## config.mk

```make
export PLATFORM = sky130hd
export DESIGN_NAME = mips_id_ex_top
export DESIGN_NICKNAME = d
export VERILOG_FILES = /design/src/verilog/mips_pkg.sv /design/src/verilog/mips_id_ex_top.sv /design/src/verilog/ex_stage.sv /design/src/verilog/id_ex_register.sv /design/src/verilog/id_register_file.sv /design/src/verilog/id_control.sv
export SDC_FILE = /design/constraint.sdc
export NUM_CORES = 2
export LEC_CHECK = 0
export ABC_AREA = 0
export BUFFER_PORTS_ARGS = -buffer_cell sky130_fd_sc_hd__buf_4
export CAP_MARGIN = 20
export CELL_PAD_IN_SITES_DETAIL_PLACEMENT = 0
export CELL_PAD_IN_SITES_GLOBAL_PLACEMENT = 1
export CORE_MARGIN = 5
export CORE_UTILIZATION = 52
export DETAILED_ROUTE_END_ITERATION = 12
export GPL_ROUTABILITY_DRIVEN = 1
export PLACE_DENSITY = 0.88
export SLEW_MARGIN = 10
export SYNTH_ARGS = -nofsm -noshare
export SYNTH_HDL_FRONTEND = slang
export SYNTH_SLANG_ARGS = --single-unit
```

## constraint.sdc

```tcl
create_clock -name i_clk -period 9.6 [get_ports i_clk]
set_input_delay 1.92 -clock i_clk [delete_from_list [all_inputs] [get_ports i_clk]]
set_output_delay 1.92 -clock i_clk [all_outputs]
set_load 0.01 [all_outputs]
```

## src/verilog/mips_pkg.sv

```systemverilog
`default_nettype none

package mips_pkg;

    localparam int XLEN       = 32;
    localparam int REG_ADDR_W = 5;

    // Primary opcode field, bits 31:26
    typedef enum logic [5:0] {
        OP_RTYPE = 6'h00,
        OP_BEQ   = 6'h04,
        OP_BNE   = 6'h05,
        OP_ADDIU = 6'h09,
        OP_SLTI  = 6'h0a,
        OP_ANDI  = 6'h0c,
        OP_ORI   = 6'h0d,
        OP_XORI  = 6'h0e,
        OP_LUI   = 6'h0f,
        OP_LB    = 6'h20,
        OP_LH    = 6'h21,
        OP_LW    = 6'h23,
        OP_LBU   = 6'h24,
        OP_LHU   = 6'h25,
        OP_SB    = 6'h28,
        OP_SH    = 6'h29,
        OP_SW    = 6'h2b
    } op_e;

    // R-type funct field, bits 5:0
    typedef enum logic [5:0] {
        FN_SLL  = 6'h00,
        FN_SRL  = 6'h02,
        FN_SRA  = 6'h03,
        FN_ADDU = 6'h21,
        FN_SUBU = 6'h23,
        FN_AND  = 6'h24,
        FN_OR   = 6'h25,
        FN_XOR  = 6'h26,
        FN_NOR  = 6'h27,
        FN_SLT  = 6'h2a,
        FN_SLTU = 6'h2b
    } funct_e;

    typedef enum logic [1:0] {
        ALU_ADD   = 2'd0,
        ALU_SUB   = 2'd1,
        ALU_FUNCT = 2'd2,
        ALU_IMM   = 2'd3
    } alu_class_e;

    typedef enum logic [1:0] {
        SZ_BYTE = 2'd0,
        SZ_HALF = 2'd1,
        SZ_WORD = 2'd2
    } mem_size_e;

endpackage

`default_nettype wire
```

## src/verilog/mips_id_ex_top.sv

```systemverilog
`timescale 1ns/100ps
`default_nettype none

module mips_id_ex_top
    import mips_pkg::*;
(
    input  wire logic                  i_clk,
    input  wire logic                  i_rst_n,
    input  wire logic [XLEN-1:0]       i_instruction,
    input  wire logic [XLEN-1:0]       i_pc4,
    input  wire logic                  i_wb_reg_write,
    input  wire logic [REG_ADDR_W-1:0] i_wb_addr,
    input  wire logic [XLEN-1:0]       i_wb_data,
    output logic      [XLEN-1:0]       o_alu_result,
    output logic      [XLEN-1:0]       o_store_data,
    output logic      [REG_ADDR_W-1:0] o_write_reg,
    output logic                       o_branch_taken,
    output logic      [XLEN-1:0]       o_branch_target,
    output logic                       o_mem_write,
    output logic                       o_mem_read,
    output mem_size_e                  o_store_size,
    output logic                       o_mem_to_reg,
    output logic                       o_reg_write,
    output mem_size_e                  o_load_size,
    output logic                       o_load_zero_extend,
    output logic                       o_lui
);

    // Decode side
    logic            id_alu_src;
    alu_class_e      id_alu_class;
    logic            id_reg_dst;
    logic            id_branch;
    logic            id_nbranch;
    logic            id_mem_write;
    logic            id_mem_read;
    mem_size_e       id_store_size;
    logic            id_mem_to_reg;
    logic            id_reg_write;
    mem_size_e       id_load_size;
    logic            id_load_zero_extend;
    logic            id_lui;
    logic [XLEN-1:0] id_extension;
    logic [XLEN-1:0] id_rs_data;
    logic [XLEN-1:0] id_rt_data;

    // Execute side
    logic [XLEN-1:0]       ex_pc4;
    logic [XLEN-1:0]       ex_instruction;
    logic [XLEN-1:0]       ex_reg1;
    logic [XLEN-1:0]       ex_reg2;
    logic [XLEN-1:0]       ex_extension;
    logic [REG_ADDR_W-1:0] ex_rt;
    logic [REG_ADDR_W-1:0] ex_rd;
    logic                  ex_alu_src;
    alu_class_e            ex_alu_class;
    logic                  ex_reg_dst;
    logic                  ex_branch;
    logic                  ex_nbranch;

    id_control u_id_control (
        .i_instruction      (i_instruction),
        .o_alu_src          (id_alu_src),
        .o_alu_class        (id_alu_class),
        .o_reg_dst          (id_reg_dst),
        .o_branch           (id_branch),
        .o_nbranch          (id_nbranch),
        .o_mem_write        (id_mem_write),
        .o_mem_read         (id_mem_read),
        .o_store_size       (id_store_size),
        .o_mem_to_reg       (id_mem_to_reg),
        .o_reg_write        (id_reg_write),
        .o_load_size        (id_load_size),
        .o_load_zero_extend (id_load_zero_extend),
        .o_lui              (id_lui),
        .o_extension        (id_extension)
    );

    id_register_file u_id_register_file (
        .i_clk     (i_clk),
        .i_rst_n   (i_rst_n),
        .i_rs_addr (i_instruction[25:21]),
        .i_rt_addr (i_instruction[20:16]),
        .i_wr_en   (i_wb_reg_write),
        .i_wr_addr (i_wb_addr),
        .i_wr_data (i_wb_data),
        .o_rs_data (id_rs_data),
        .o_rt_data (id_rt_data)
    );

    id_ex_register u_id_ex_register (
        .i_clk              (i_clk),
        .i_rst_n            (i_rst_n),
        .i_pc4              (i_pc4),
        .i_instruction      (i_instruction),
        .i_reg1             (id_rs_data),
        .i_reg2             (id_rt_data),
        .i_extension        (id_extension),
        .i_rt               (i_instruction[20:16]),
        .i_rd               (i_instruction[15:11]),
        .i_alu_src          (id_alu_src),
        .i_alu_class        (id_alu_class),
        .i_reg_dst          (id_reg_dst),
        .i_branch           (id_branch),
        .i_nbranch          (id_nbranch),
        .i_mem_write        (id_mem_write),
        .i_mem_read         (id_mem_read),
        .i_store_size       (id_store_size),
        .i_mem_to_reg       (id_mem_to_reg),
        .i_reg_write        (id_reg_write),
        .i_load_size        (id_load_size),
        .i_load_zero_extend (id_load_zero_extend),
        .i_lui              (id_lui),
        .o_pc4              (ex_pc4),
        .o_instruction      (ex_instruction),
        .o_reg1             (ex_reg1),
        .o_reg2             (ex_reg2),
        .o_extension        (ex_extension),
        .o_rt               (ex_rt),
        .o_rd               (ex_rd),
        .o_alu_src          (ex_alu_src),
        .o_alu_class        (ex_alu_class),
        .o_reg_dst          (ex_reg_dst),
        .o_branch           (ex_branch),
        .o_nbranch          (ex_nbranch),
        .o_mem_write        (o_mem_write),
        .o_mem_read         (o_mem_read),
        .o_store_size       (o_store_size),
        .o_mem_to_reg       (o_mem_to_reg),
        .o_reg_write        (o_reg_write),
        .o_load_size        (o_load_size),
        .o_load_zero_extend (o_load_zero_extend),
        .o_lui              (o_lui)
    );

    ex_stage u_ex_stage (
        .i_pc4           (ex_pc4),
        .i_instruction   (ex_instruction),
        .i_reg1          (ex_reg1),
        .i_reg2          (ex_reg2),
        .i_extension     (ex_extension),
        .i_rt            (ex_rt),
        .i_rd            (ex_rd),
        .i_alu_src       (ex_alu_src),
        .i_alu_class     (ex_alu_class),
        .i_reg_dst       (ex_reg_dst),
        .i_branch        (ex_branch),
        .i_nbranch       (ex_nbranch),
        .o_alu_result    (o_alu_result),
        .o_store_data    (o_store_data),
        .o_write_reg     (o_write_reg),
        .o_branch_taken  (o_branch_taken),
        .o_branch_target (o_branch_target)
    );

endmodule

`default_nettype wire

```

## src/verilog/ex_stage.sv

```systemverilog
`timescale 1ns/100ps
`default_nettype none

module ex_stage
    import mips_pkg::*;
(
    input  wire logic [XLEN-1:0]       i_pc4,
    input  wire logic [XLEN-1:0]       i_instruction,
    input  wire logic [XLEN-1:0]       i_reg1,
    input  wire logic [XLEN-1:0]       i_reg2,
    input  wire logic [XLEN-1:0]       i_extension,
    input  wire logic [REG_ADDR_W-1:0] i_rt,
    input  wire logic [REG_ADDR_W-1:0] i_rd,
    input  wire logic                  i_alu_src,
    input  wire alu_class_e            i_alu_class,
    input  wire logic                  i_reg_dst,
    input  wire logic                  i_branch,
    input  wire logic                  i_nbranch,
    output logic      [XLEN-1:0]       o_alu_result,
    output logic      [XLEN-1:0]       o_store_data,
    output logic      [REG_ADDR_W-1:0] o_write_reg,
    output logic                       o_branch_taken,
    output logic      [XLEN-1:0]       o_branch_target
);

    op_e         opcode;
    funct_e      funct;
    logic [4:0]  shamt;
    logic [XLEN-1:0] operand_b;
    logic        lt_signed;
    logic        lt_unsigned;
    logic        equal;

    assign opcode = op_e'(i_instruction[31:26]);
    assign funct  = funct_e'(i_instruction[5:0]);
    assign shamt  = i_instruction[10:6];

    assign operand_b   = i_alu_src ? i_extension : i_reg2;
    assign lt_signed   = $signed(i_reg1) < $signed(operand_b);
    assign lt_unsigned = i_reg1 < operand_b;

    always_comb
    begin
        o_alu_result = '0;
        case (i_alu_class)
            ALU_ADD:
                o_alu_result = i_reg1 + operand_b;
            ALU_SUB:
                o_alu_result = i_reg1 - operand_b;
            ALU_FUNCT:
            begin
                // Shifts operate on rt by shamt
                case (funct)
                    FN_SLL:  o_alu_result = i_reg2 << shamt;
                    FN_SRL:  o_alu_result = i_reg2 >> shamt;
                    FN_SRA:  o_alu_result = $signed(i_reg2) >>> shamt;
                    FN_ADDU: o_alu_result = i_reg1 + operand_b;
                    FN_SUBU: o_alu_result = i_reg1 - operand_b;
                    FN_AND:  o_alu_result = i_reg1 & operand_b;
                    FN_OR:   o_alu_result = i_reg1 | operand_b;
                    FN_XOR:  o_alu_result = i_reg1 ^ operand_b;
                    FN_NOR:  o_alu_result = ~(i_reg1 | operand_b);
                    FN_SLT:  o_alu_result = {{(XLEN-1){1'b0}}, lt_signed};
                    FN_SLTU: o_alu_result = {{(XLEN-1){1'b0}}, lt_unsigned};
                    default: o_alu_result = '0;
                endcase
            end
            ALU_IMM:
            begin
                case (opcode)
                    OP_ADDIU: o_alu_result = i_reg1 + operand_b;
                    OP_SLTI:  o_alu_result = {{(XLEN-1){1'b0}}, lt_signed};
                    OP_ANDI:  o_alu_result = i_reg1 & operand_b;
                    OP_ORI:   o_alu_result = i_reg1 | operand_b;
                    OP_XORI:  o_alu_result = i_reg1 ^ operand_b;
                    OP_LUI:   o_alu_result = {operand_b[15:0], 16'h0000};
                    default:  o_alu_result = '0;
                endcase
            end
            default:
                o_alu_result = '0;
        endcase
    end

    assign o_write_reg  = i_reg_dst ? i_rd : i_rt;
    assign o_store_data = i_reg2;

    // Branches run as a subtract, so equality is a zero result
    assign equal           = (o_alu_result == '0);
    assign o_branch_taken  = (i_branch && equal) || (i_nbranch && !equal);
    assign o_branch_target = i_pc4 + {i_extension[XLEN-3:0], 2'b00};

endmodule

`default_nettype wire

```

## src/verilog/id_ex_register.sv

```systemverilog
`timescale 1ns/100ps
`default_nettype none

module id_ex_register
    import mips_pkg::*;
(
    input  wire logic                  i_clk,
    input  wire logic                  i_rst_n,
    input  wire logic [XLEN-1:0]       i_pc4,
    input  wire logic [XLEN-1:0]       i_instruction,
    input  wire logic [XLEN-1:0]       i_reg1,
    input  wire logic [XLEN-1:0]       i_reg2,
    input  wire logic [XLEN-1:0]       i_extension,
    input  wire logic [REG_ADDR_W-1:0] i_rt,
    input  wire logic [REG_ADDR_W-1:0] i_rd,
    input  wire logic                  i_alu_src,
    input  wire alu_class_e            i_alu_class,
    input  wire logic                  i_reg_dst,
    input  wire logic                  i_branch,
    input  wire logic                  i_nbranch,
    input  wire logic                  i_mem_write,
    input  wire logic                  i_mem_read,
    input  wire mem_size_e             i_store_size,
    input  wire logic                  i_mem_to_reg,
    input  wire logic                  i_reg_write,
    input  wire mem_size_e             i_load_size,
    input  wire logic                  i_load_zero_extend,
    input  wire logic                  i_lui,
    output logic      [XLEN-1:0]       o_pc4,
    output logic      [XLEN-1:0]       o_instruction,
    output logic      [XLEN-1:0]       o_reg1,
    output logic      [XLEN-1:0]       o_reg2,
    output logic      [XLEN-1:0]       o_extension,
    output logic      [REG_ADDR_W-1:0] o_rt,
    output logic      [REG_ADDR_W-1:0] o_rd,
    output logic                       o_alu_src,
    output alu_class_e                 o_alu_class,
    output logic                       o_reg_dst,
    output logic                       o_branch,
    output logic                       o_nbranch,
    output logic                       o_mem_write,
    output logic                       o_mem_read,
    output mem_size_e                  o_store_size,
    output logic                       o_mem_to_reg,
    output logic                       o_reg_write,
    output mem_size_e                  o_load_size,
    output logic                       o_load_zero_extend,
    output logic                       o_lui
);

    always_ff @(posedge i_clk)
    begin
        if (!i_rst_n)
        begin
            o_pc4              <= '0;
            o_instruction      <= '0;
            o_reg1             <= '0;
            o_reg2             <= '0;
            o_extension        <= '0;
            o_rt               <= '0;
            o_rd               <= '0;
            o_alu_src          <= 1'b0;
            o_alu_class        <= ALU_ADD;
            o_reg_dst          <= 1'b0;
            o_branch           <= 1'b0;
            o_nbranch          <= 1'b0;
            o_mem_write        <= 1'b0;
            o_mem_read         <= 1'b0;
            o_store_size       <= SZ_BYTE;
            o_mem_to_reg       <= 1'b0;
            o_reg_write        <= 1'b0;
            o_load_size        <= SZ_BYTE;
            o_load_zero_extend <= 1'b0;
            o_lui              <= 1'b0;
        end
        else
        begin
            o_pc4              <= i_pc4;
            o_instruction      <= i_instruction;
            o_reg1             <= i_reg1;
            o_reg2             <= i_reg2;
            o_extension        <= i_extension;
            o_rt               <= i_rt;
            o_rd               <= i_rd;
            // EX
            o_alu_src          <= i_alu_src;
            o_alu_class        <= i_alu_class;
            o_reg_dst          <= i_reg_dst;
            // M
            o_branch           <= i_branch;
            o_nbranch          <= i_nbranch;
            o_mem_write        <= i_mem_write;
            o_mem_read         <= i_mem_read;
            o_store_size       <= i_store_size;
            // WB
            o_mem_to_reg       <= i_mem_to_reg;
            o_reg_write        <= i_reg_write;
            o_load_size        <= i_load_size;
            o_load_zero_extend <= i_load_zero_extend;
            o_lui              <= i_lui;
        end
    end

endmodule

`default_nettype wire

```

## src/verilog/id_register_file.sv

```systemverilog
`timescale 1ns/100ps
`default_nettype none

module id_register_file
    import mips_pkg::*;
(
    input  wire logic                  i_clk,
    input  wire logic                  i_rst_n,
    input  wire logic [REG_ADDR_W-1:0] i_rs_addr,
    input  wire logic [REG_ADDR_W-1:0] i_rt_addr,
    input  wire logic                  i_wr_en,
    input  wire logic [REG_ADDR_W-1:0] i_wr_addr,
    input  wire logic [XLEN-1:0]       i_wr_data,
    output logic      [XLEN-1:0]       o_rs_data,
    output logic      [XLEN-1:0]       o_rt_data
);

    // r0 has no storage
    logic [XLEN-1:0] regs [1:31];
    logic            wr_active;

    assign wr_active = i_wr_en && (i_wr_addr != '0);

    always_ff @(posedge i_clk)
    begin
        if (!i_rst_n)
        begin
            for (int i = 1; i < 32; i++)
                regs[i] <= '0;
        end
        else if (wr_active)
            regs[i_wr_addr] <= i_wr_data;
    end

    // Write-through so a same-cycle writeback is seen by decode
    assign o_rs_data = (i_rs_addr == '0) ? '0 :
                       (wr_active && i_wr_addr == i_rs_addr) ? i_wr_data : regs[i_rs_addr];
    assign o_rt_data = (i_rt_addr == '0) ? '0 :
                       (wr_active && i_wr_addr == i_rt_addr) ? i_wr_data : regs[i_rt_addr];

endmodule

`default_nettype wire

```

## src/verilog/id_control.sv

```systemverilog
`timescale 1ns/100ps
`default_nettype none

module id_control
    import mips_pkg::*;
(
    input  wire logic [XLEN-1:0] i_instruction,
    // EX group
    output logic                 o_alu_src,
    output alu_class_e           o_alu_class,
    output logic                 o_reg_dst,
    // M group
    output logic                 o_branch,
    output logic                 o_nbranch,
    output logic                 o_mem_write,
    output logic                 o_mem_read,
    output mem_size_e            o_store_size,
    // WB group
    output logic                 o_mem_to_reg,
    output logic                 o_reg_write,
    output mem_size_e            o_load_size,
    output logic                 o_load_zero_extend,
    output logic                 o_lui,
    output logic [XLEN-1:0]      o_extension
);

    op_e         opcode;
    logic [15:0] imm;
    logic        zero_ext;

    assign opcode = op_e'(i_instruction[31:26]);
    assign imm    = i_instruction[15:0];

    // Logic immediates are unsigned
    assign zero_ext    = (opcode == OP_ANDI) || (opcode == OP_ORI) || (opcode == OP_XORI);
    assign o_extension = zero_ext ? {16'h0000, imm} : {{16{imm[15]}}, imm};

    always_comb
    begin
        o_alu_src          = 1'b0;
        o_alu_class        = ALU_ADD;
        o_reg_dst          = 1'b0;
        o_branch           = 1'b0;
        o_nbranch          = 1'b0;
        o_mem_write        = 1'b0;
        o_mem_read         = 1'b0;
        o_store_size       = SZ_BYTE;
        o_mem_to_reg       = 1'b0;
        o_reg_write        = 1'b0;
        o_load_size        = SZ_BYTE;
        o_load_zero_extend = 1'b0;
        o_lui              = 1'b0;
        case (opcode)
            OP_RTYPE:
            begin
                o_alu_class = ALU_FUNCT;
                o_reg_dst   = 1'b1;
                o_reg_write = 1'b1;
            end
            OP_ADDIU, OP_SLTI, OP_ANDI, OP_ORI, OP_XORI, OP_LUI:
            begin
                o_alu_src   = 1'b1;
                o_alu_class = ALU_IMM;
                o_reg_write = 1'b1;
                o_lui       = (opcode == OP_LUI);
            end
            OP_LB, OP_LH, OP_LW, OP_LBU, OP_LHU:
            begin
                o_alu_src          = 1'b1;
                o_mem_read         = 1'b1;
                o_mem_to_reg       = 1'b1;
                o_reg_write        = 1'b1;
                o_load_zero_extend = (opcode == OP_LBU) || (opcode == OP_LHU);
                if (opcode == OP_LW)
                    o_load_size = SZ_WORD;
                else if (opcode == OP_LH || opcode == OP_LHU)
                    o_load_size = SZ_HALF;
            end
            OP_SB, OP_SH, OP_SW:
            begin
                o_alu_src   = 1'b1;
                o_mem_write = 1'b1;
                if (opcode == OP_SW)
                    o_store_size = SZ_WORD;
                else if (opcode == OP_SH)
                    o_store_size = SZ_HALF;
            end
            OP_BEQ:
            begin
                o_alu_class = ALU_SUB;
                o_branch    = 1'b1;
            end
            OP_BNE:
            begin
                o_alu_class = ALU_SUB;
                o_nbranch   = 1'b1;
            end
            // Unknown opcodes fall through as a no-op
            default:
            begin
            end
        endcase
    end

endmodule

`default_nettype wire

```

Yosys cells after proc, flatten, opt, wreduce, memory -nomap -nowiden
Memories as Yosys holds them, arrays and structs flattened. A register that Yosys moved wholly into a read port is not among the register bits.
Cells that the tools add are included.
{"block": "totals", "memories": 1, "out_inout_bits": 112, "regBits": 106, "inputBits": 104, "elab_cells": 126, "mem_bits_rw": 992}
{"memory": "u_id_register_file.regs", "words": 31, "word_bits": 32, "rd": 2, "rd_ports_with_merged_regs": 2, "wr": 31, "line_no": "id_register_file.sv:19", "rtl": "logic [XLEN-1:0] regs [1:31];"}
{"block": "op_classes", "shift": 3, "mux": 24, "n_eq_ne": 35, "n_bitwise": 7, "reduce_logical": 31, "add_sub_neg": 3, "n_lt_le_gt_ge": 2}
{"operator": "one-hot mux 32 bit (11 select lines)", "n": 1}
{"operator": "one-hot mux 32 bit (6 select lines)", "n": 1}
{"operator": "one-hot mux 32 bit (4 select lines)", "n": 1}
{"operator": "== test 6 bit (second input constant)", "n": 16}
{"operator": "== test 6 x 4 -> 1 bit (second input constant)", "n": 12}
{"operator": "adder 32 bit", "n": 2}
{"operator": "less-than comparator 32 bit", "n": 2}
{"operator": "two-way mux 32 bit", "n": 2}
{"operator": "bitwise AND 32 bit", "n": 1}
{"operator": "logical NOT 32 bit", "n": 1}
{"operator": "inverter 32 bit", "n": 1}
{"operator": "OR 32 bit", "n": 1}
{"operator": "OR reduction 32 bit", "n": 1}
{"operator": "left shift 32 x 5 -> 32 bit", "n": 1}
{"operator": "right shift 32 x 5 -> 32 bit", "n": 1}
{"operator": ">>> shifter 32 x 5 -> 32 bit", "n": 1}
{"operator": "subtractor 32 bit", "n": 1}
{"operator": "bitwise XOR 32 bit", "n": 1}
{"operator": "two-way mux 1 bit", "n": 14}
{"operator": "OR reduction 14 bit", "n": 1}
{"operator": "== test 6 x 2 -> 1 bit (second input constant)", "n": 2}
{"operator": "== test 6 x 3 -> 1 bit (second input constant)", "n": 2}
{"operator": "logical NOT 6 bit", "n": 2}
{"operator": "OR reduction 12 bit", "n": 1}
{"operator": "other kinds (17)", "n": 36}

Longest topological paths before layout
{"block": "depth", "depth_word": 9, "depth_mapped": 22, "mapped_depth_nobuf": 18}

Hierarchy
A second synthesis with hierarchy kept.
{"block": "unflattened", "hier_cells": 6461, "hier_area_um2": 75677.6}
{"mod": "id_register_file", "area_each_um2": 55494.5, "n_inst": 1, "cells_each": 3897, "seq_area_each_um2": 30749.5}
{"mod": "ex_stage", "area_each_um2": 14600.3, "n_inst": 1, "cells_each": 2092, "seq_area_each_um2": 0.0}
{"mod": "id_ex_register", "area_each_um2": 5063.6, "n_inst": 1, "cells_each": 392, "seq_area_each_um2": 3723.6}
{"mod": "id_control", "area_each_um2": 519.2, "n_inst": 1, "cells_each": 80, "seq_area_each_um2": 0.0}

Worst setup path after synthesis
Ideal clock, no wire load.
{"block": "synth_timing", "kind": "reg-to-output", "startpoint": "reg u_id_ex_register.o_alu_src", "endpoint": "out o_branch_taken", "path_slack_ns": 1.873, "t_arrival_ns": 5.807, "stages_incl_launch_ff": 21, "path_buffers": 5, "required_ns": 7.680, "path_cell_list": "dfxtp_1 > clkbuf_1 > buf_1 > and2_1 > clkbuf_1 > clkbuf_1 > a21oi_1 > ha_1 > buf_2 > nor2b_1 > or4bb_1 > a2111oi_1 > or2_2 > nand2_1 > nand3b_1 > nand4_1 > or2_2 > or4_1 > or4_1 > nor4_2 > mux2_1"}
{"block": "synth_between", "elab_chain_len": 9, "elab_cells_between_ends": 17, "cone_classes": "add/sub: 2; order compare: 2; mux: 4; bitwise: 4; reduce/logical: 5"}
{"item": "start, declared", "line_no": "id_ex_register.sv:36", "rtl": "output logic o_alu_src,"}
{"item": "start signal, assigned", "line_no": "id_ex_register.sv:86", "rtl": "o_alu_src <= i_alu_src;"}
{"item": "two-way mux 32 bit *", "line_no": "ex_stage.sv:38", "rtl": "assign operand_b = i_alu_src ? i_extension : i_reg2;"}
{"item": "branches (longest 3 deep; another with subtractor 32 bit)"}
{"item": "one-hot mux 32 bit (4 select lines) *", "line_no": "ex_stage.sv:45", "rtl": "case (i_alu_class)"}
{"item": "named net o_alu_result[21]", "line_no": "mips_id_ex_top.sv:14", "rtl": "output logic [XLEN-1:0] o_alu_result,"}
{"item": "logical NOT 32 bit *", "line_no": "ex_stage.sv:89", "rtl": "assign equal = (o_alu_result == '0);"}
{"item": "logical NOT 1 bit", "line_no": "ex_stage.sv:90", "rtl": "assign o_branch_taken = (i_branch && equal) || (i_nbranch && !equal);"}
{"item": "logical AND 1 bit", "line_no": "ex_stage.sv:90"}
{"item": "logical OR 1 bit *", "line_no": "ex_stage.sv:90"}
{"item": "end, declared", "line_no": "mips_id_ex_top.sv:17", "rtl": "output logic o_branch_taken,"}
Mark *: on every way through the listed nets, which the timed path passes.

Worst setup path after layout
{"block": "layout_timing", "startpoint": "reg, netlist name u_id_ex_register.o_extension[16]", "endpoint": "out o_branch_taken"}
{"block": "layout_between", "elab_chain_len": 9, "elab_cells_between_ends": 17, "cone_classes": "add/sub: 2; order compare: 2; mux: 4; bitwise: 4; reduce/logical: 5"}
{"item": "two-way mux 32 bit *", "line_no": "ex_stage.sv:38"}
{"item": "branches (longest 3 deep; another with subtractor 32 bit)"}
{"item": "one-hot mux 32 bit (4 select lines) *", "line_no": "ex_stage.sv:45"}
{"item": "logical NOT 32 bit *", "line_no": "ex_stage.sv:89"}
{"item": "logical NOT 1 bit", "line_no": "ex_stage.sv:90"}
{"item": "logical AND 1 bit", "line_no": "ex_stage.sv:90"}
{"item": "logical OR 1 bit *", "line_no": "ex_stage.sv:90"}
Mark *: on every way between the ends.

==> qor.yml <==
placed_design:
  gp_congestion: 1.02
  port_buffers: 215
  dpl.cell_count: 8330
  hpwl_um: 186000
sta:
  fin_setup_tns_ps: 0
  max_slew_margin_pct: 13.9
  finalMaxSlewViolations: 0
  hold_violations: 0
  period_needed_ps: 9300
  fin_crit_sh_pct: 96.8
  rsz0062_at_grt: "no"
  clock_skew_ps: 33.4
  finalSetupViolations: 0
  fmax_mhz: 108
  tightest_slew_ps: 1290
worst_setup_path:
  path_cells: "and2_1, buf_4, a21oi_1, ha_1, nor2b_1, or4bb_1, a2111oi_1, or2_2, nand2_1, nand3b_1, nand4_1, or2_2, or4_1, or4_1, nor4_4, buf_4, mux2_1, buf_4"
  slowest_delay_ps: 620
  cp_data_required_time_ps: 7680
  crit_path_end_kind: "primary output"
  arrival_ps: 7380
  path_delay_family: "simple AND/OR/NAND/NOR gates"
  start_kind: "flip-flop"
  crit_buf_inv: 3
  cp_max_fo: 15
  cpMostUsedCell: "buf_4"
  cp_slowest_cell: "a2111oi_1"
  critPathKind: "flip-flop to primary output"
power_and_ir_drop:
  power_density_nw_per_um2: 169
  seq_power_share_pct: 43.8
  swShare_pct: 30.6
  pwr-share-comb_pct: 22.3
  cellInternalPower_mw: 9.56
  p_clk_share_pct: 33.9
  power_leakage_nw: 29.7
  peakVddDrop_uv: 159
  power_mw: 13.8
  p_sw_mw: 4.21
cells_and_area:
  final_cell_mix: "and2_1, edfxtp_1, mux2i_1, a21oi_1, buf_4"
  final_cells: 8581
  fin_nets: 6824
  drive_gt1_share_pct: 17.6
  area_growth_pct: 10.3
  layout_commonest_cell: "and2_1"
floorplan:
  placementRows: 138
  core-area_sq_um: 141000
  die_h_um: 387
  die_area_sq_um: 150000
  ios: 216
  start_util_pct: 52.3
  die_w_um: 387
outcome:
  status: "finished with violations"
  violations: "antenna rules"
routing:
  drtIter0Drc: 8622
  via_per_inst: 6.94
  vias: 59600
  drt-pass1-iter-count: 6
  ant_nets: 2
  wl_um: 293000
  avgRoutedWirePerCell_um: 34.1
  drc: 0
clock_network:
  clk_latency_ps: 750
  cts_buffers: 119
  cts_tree: "done"
  htreeDepth: 3
  root_buffer: "clkbuf_16"
  cts.sink_count: 1163
  clock_path_buffers: 3
  clk_pin_slew_ps: 60
logic_synthesis:
  seq_area_frac_synth_pct: 45.4
  ys_warn_count: 0
  syn_area_sq_um: 73800
  syn_inst: 6643
  synth-async-reset-ratio_pct: 0
  synth_edf_count: 1024
  synthFlopType: "edfxtp_1"
  synth_seq_cells: 1163
  avgSynthCellArea_sq_um: 11.1
  synth.distinct_cells: 98
global_route:
  gr-total-overflow: 0
  grt_max_degree: 108
  grt.total_usage_pct: 37.7
  grt_pass1_wl_um: 412000
  grt_antenna_before_repair: 26
  first_global_vias: 58500
worst_hold_path:
  worstHoldPathType: "flip-flop to flip-flop"
job:
  max_cap_violations: 0
## layer usage
metal	global-route usage [%]	part of all wire (%)	vias to the layer above
met5	0	0.058	-
met4	25.2	8.0	20
met3	9.47	11	1155
met2	59.8	46	4300
met1	45.6	35	29300
li1	-	-	24800
## layout make-up
cell class | instances | area, sq um
fill | 11700 | 59900
inverter | 145 | 548
multi-input combinational | 4745 | 37900
antenna | 23 | 57.6
timing repair buffer | 391 | 3070
sequential | 1163 | 33600
tap | 1890 | 2360
clock buffer | 156 | 3280
clock inverter | 68 | 608
## worst register-to-register path, cell delays in order (launching register included)
cell,delay (ps)
edfxtp_1,360
mux2i_1,80
a221oi_1,440
nor2_1,90
o21ai_0,750
o211ai_1,160
a21oi_1,580
## stage by stage
stage	util [%]	worst slack (ps)	cell area [sq um]	hold slack, ps
final	57.6	304	81400	981
after global routing	57.6	16.0	81300	1030
after CTS	57.6	5.75	81300	978
after detailed placement	54.8	660	77400	948
after global placement	54.8	704	77400	950
after floorplan	-	1870	73900	876
## state kept, by name (all words and copies together), names as in the netlist
signal                               count
u_id_ex_register.o_mem_write             1
u_id_ex_register.o_load_zero_extend      1
u_id_ex_register.o_reg_dst               1
u_id_ex_register.o_pc4                  32
u_id_register_file.regs               1024
u_id_ex_register.o_alu_class             2
u_id_ex_register.o_rt                    4
u_id_ex_register.o_instruction           8
u_id_ex_register.o_store_size            2
u_id_ex_register.o_reg_write             1
u_id_ex_register.o_branch                1
u_id_ex_register.o_load_size             2
u_id_ex_register.o_reg2                 32
u_id_ex_register.o_nbranch               1
u_id_ex_register.o_reg1                 32
u_id_ex_register.o_rd                    4
u_id_ex_register.o_mem_read              1
u_id_ex_register.o_alu_src               1
u_id_ex_register.o_lui                   1
u_id_ex_register.o_extension            12
## power groups by stage
stage	logic [mW]	registers, mW	clock network (mW)
after detailed placement	2.96	6.12	0
after floorplan	1.88	6.02	0
after CTS	2.97	6.01	4.69
after global placement	2.95	6.08	0
final	3.07	6.03	4.67
after global routing	3.21	6.05	4.90
## timing repair
item                                    in CTS  in global routing
resized for setup                            1                  3
setup buffers                                0                  2
gates cloned                                 0                  0
hold buffers                                 0                  0
endpoints found under the setup margin       1                  1
## synth_stat cells (all sizes together), types with 12 or more instances
library cell / n / area (sq um)
nand3: 59 / 300
and2: 1070 / 6690
a221oi: 143 / 1250
mux2: 168 / 1890
edfxtp: 1024 / 30700
nand4: 19 / 119
o21ai: 369 / 1850
xor2: 21 / 184
nand2b: 28 / 175
or3: 16 / 100
nor2b: 28 / 175
clkbuf: 504 / 1890
a22oi: 143 / 1070
o211ai: 161 / 1210
a31oi: 26 / 163
ha: 152 / 1900
mux4: 312 / 7030
nor2: 354 / 1330
buf: 117 / 576
nand3b: 13 / 97.6
o31ai: 20 / 160
o2111ai: 12 / 105
or2: 20 / 125
dfxtp: 139 / 2780
o21a: 21 / 158
inv: 139 / 522
nand2: 254 / 953
nor4: 26 / 169
o221ai: 20 / 175
a21oi: 381 / 1910
xnor2: 59 / 517
a21o: 23 / 173
o22ai: 57 / 357
mux2i: 497 / 4970
a211oi: 35 / 263
nor3: 40 / 200
## final timing paths
| path | from | to | slack (ps) | cells past startpoint |
|---|---|---|---|---|
| worst max-delay path | u_id_ex_register.o_extension[16]$_SDFF_PP0_ | o_branch_taken | 300 | 18 |
| worst min-delay path | u_id_register_file.regs[30][27]$_SDFFCE_PN0P_ | u_id_ex_register.o_reg2[27]$_SDFF_PP0_ | 980 | 5 |
| worst max register to register | u_id_register_file.regs[0][5]$_DFFE_PP_ | u_id_ex_register.o_reg1[5]$_SDFF_PP0_ | 6990 | 6 |
| worst min register to register | u_id_register_file.regs[30][27]$_SDFFCE_PN0P_ | u_id_ex_register.o_reg2[27]$_SDFF_PP0_ | 980 | 5 |
## cell families after synthesis
group	Yosys count	synth area share (%)
other	1	0.00508
xor gates and xnor gates	80	0.949
muxes	977	18.8
adders and majority gates	155	2.66
buffers and inverters	766	4.08
and+or+nand+nor	1980	14.7
AOI/OAI and AO/OA	1521	13.3
DFF	1163	45.4
Power figures use the tool's default switching activity.
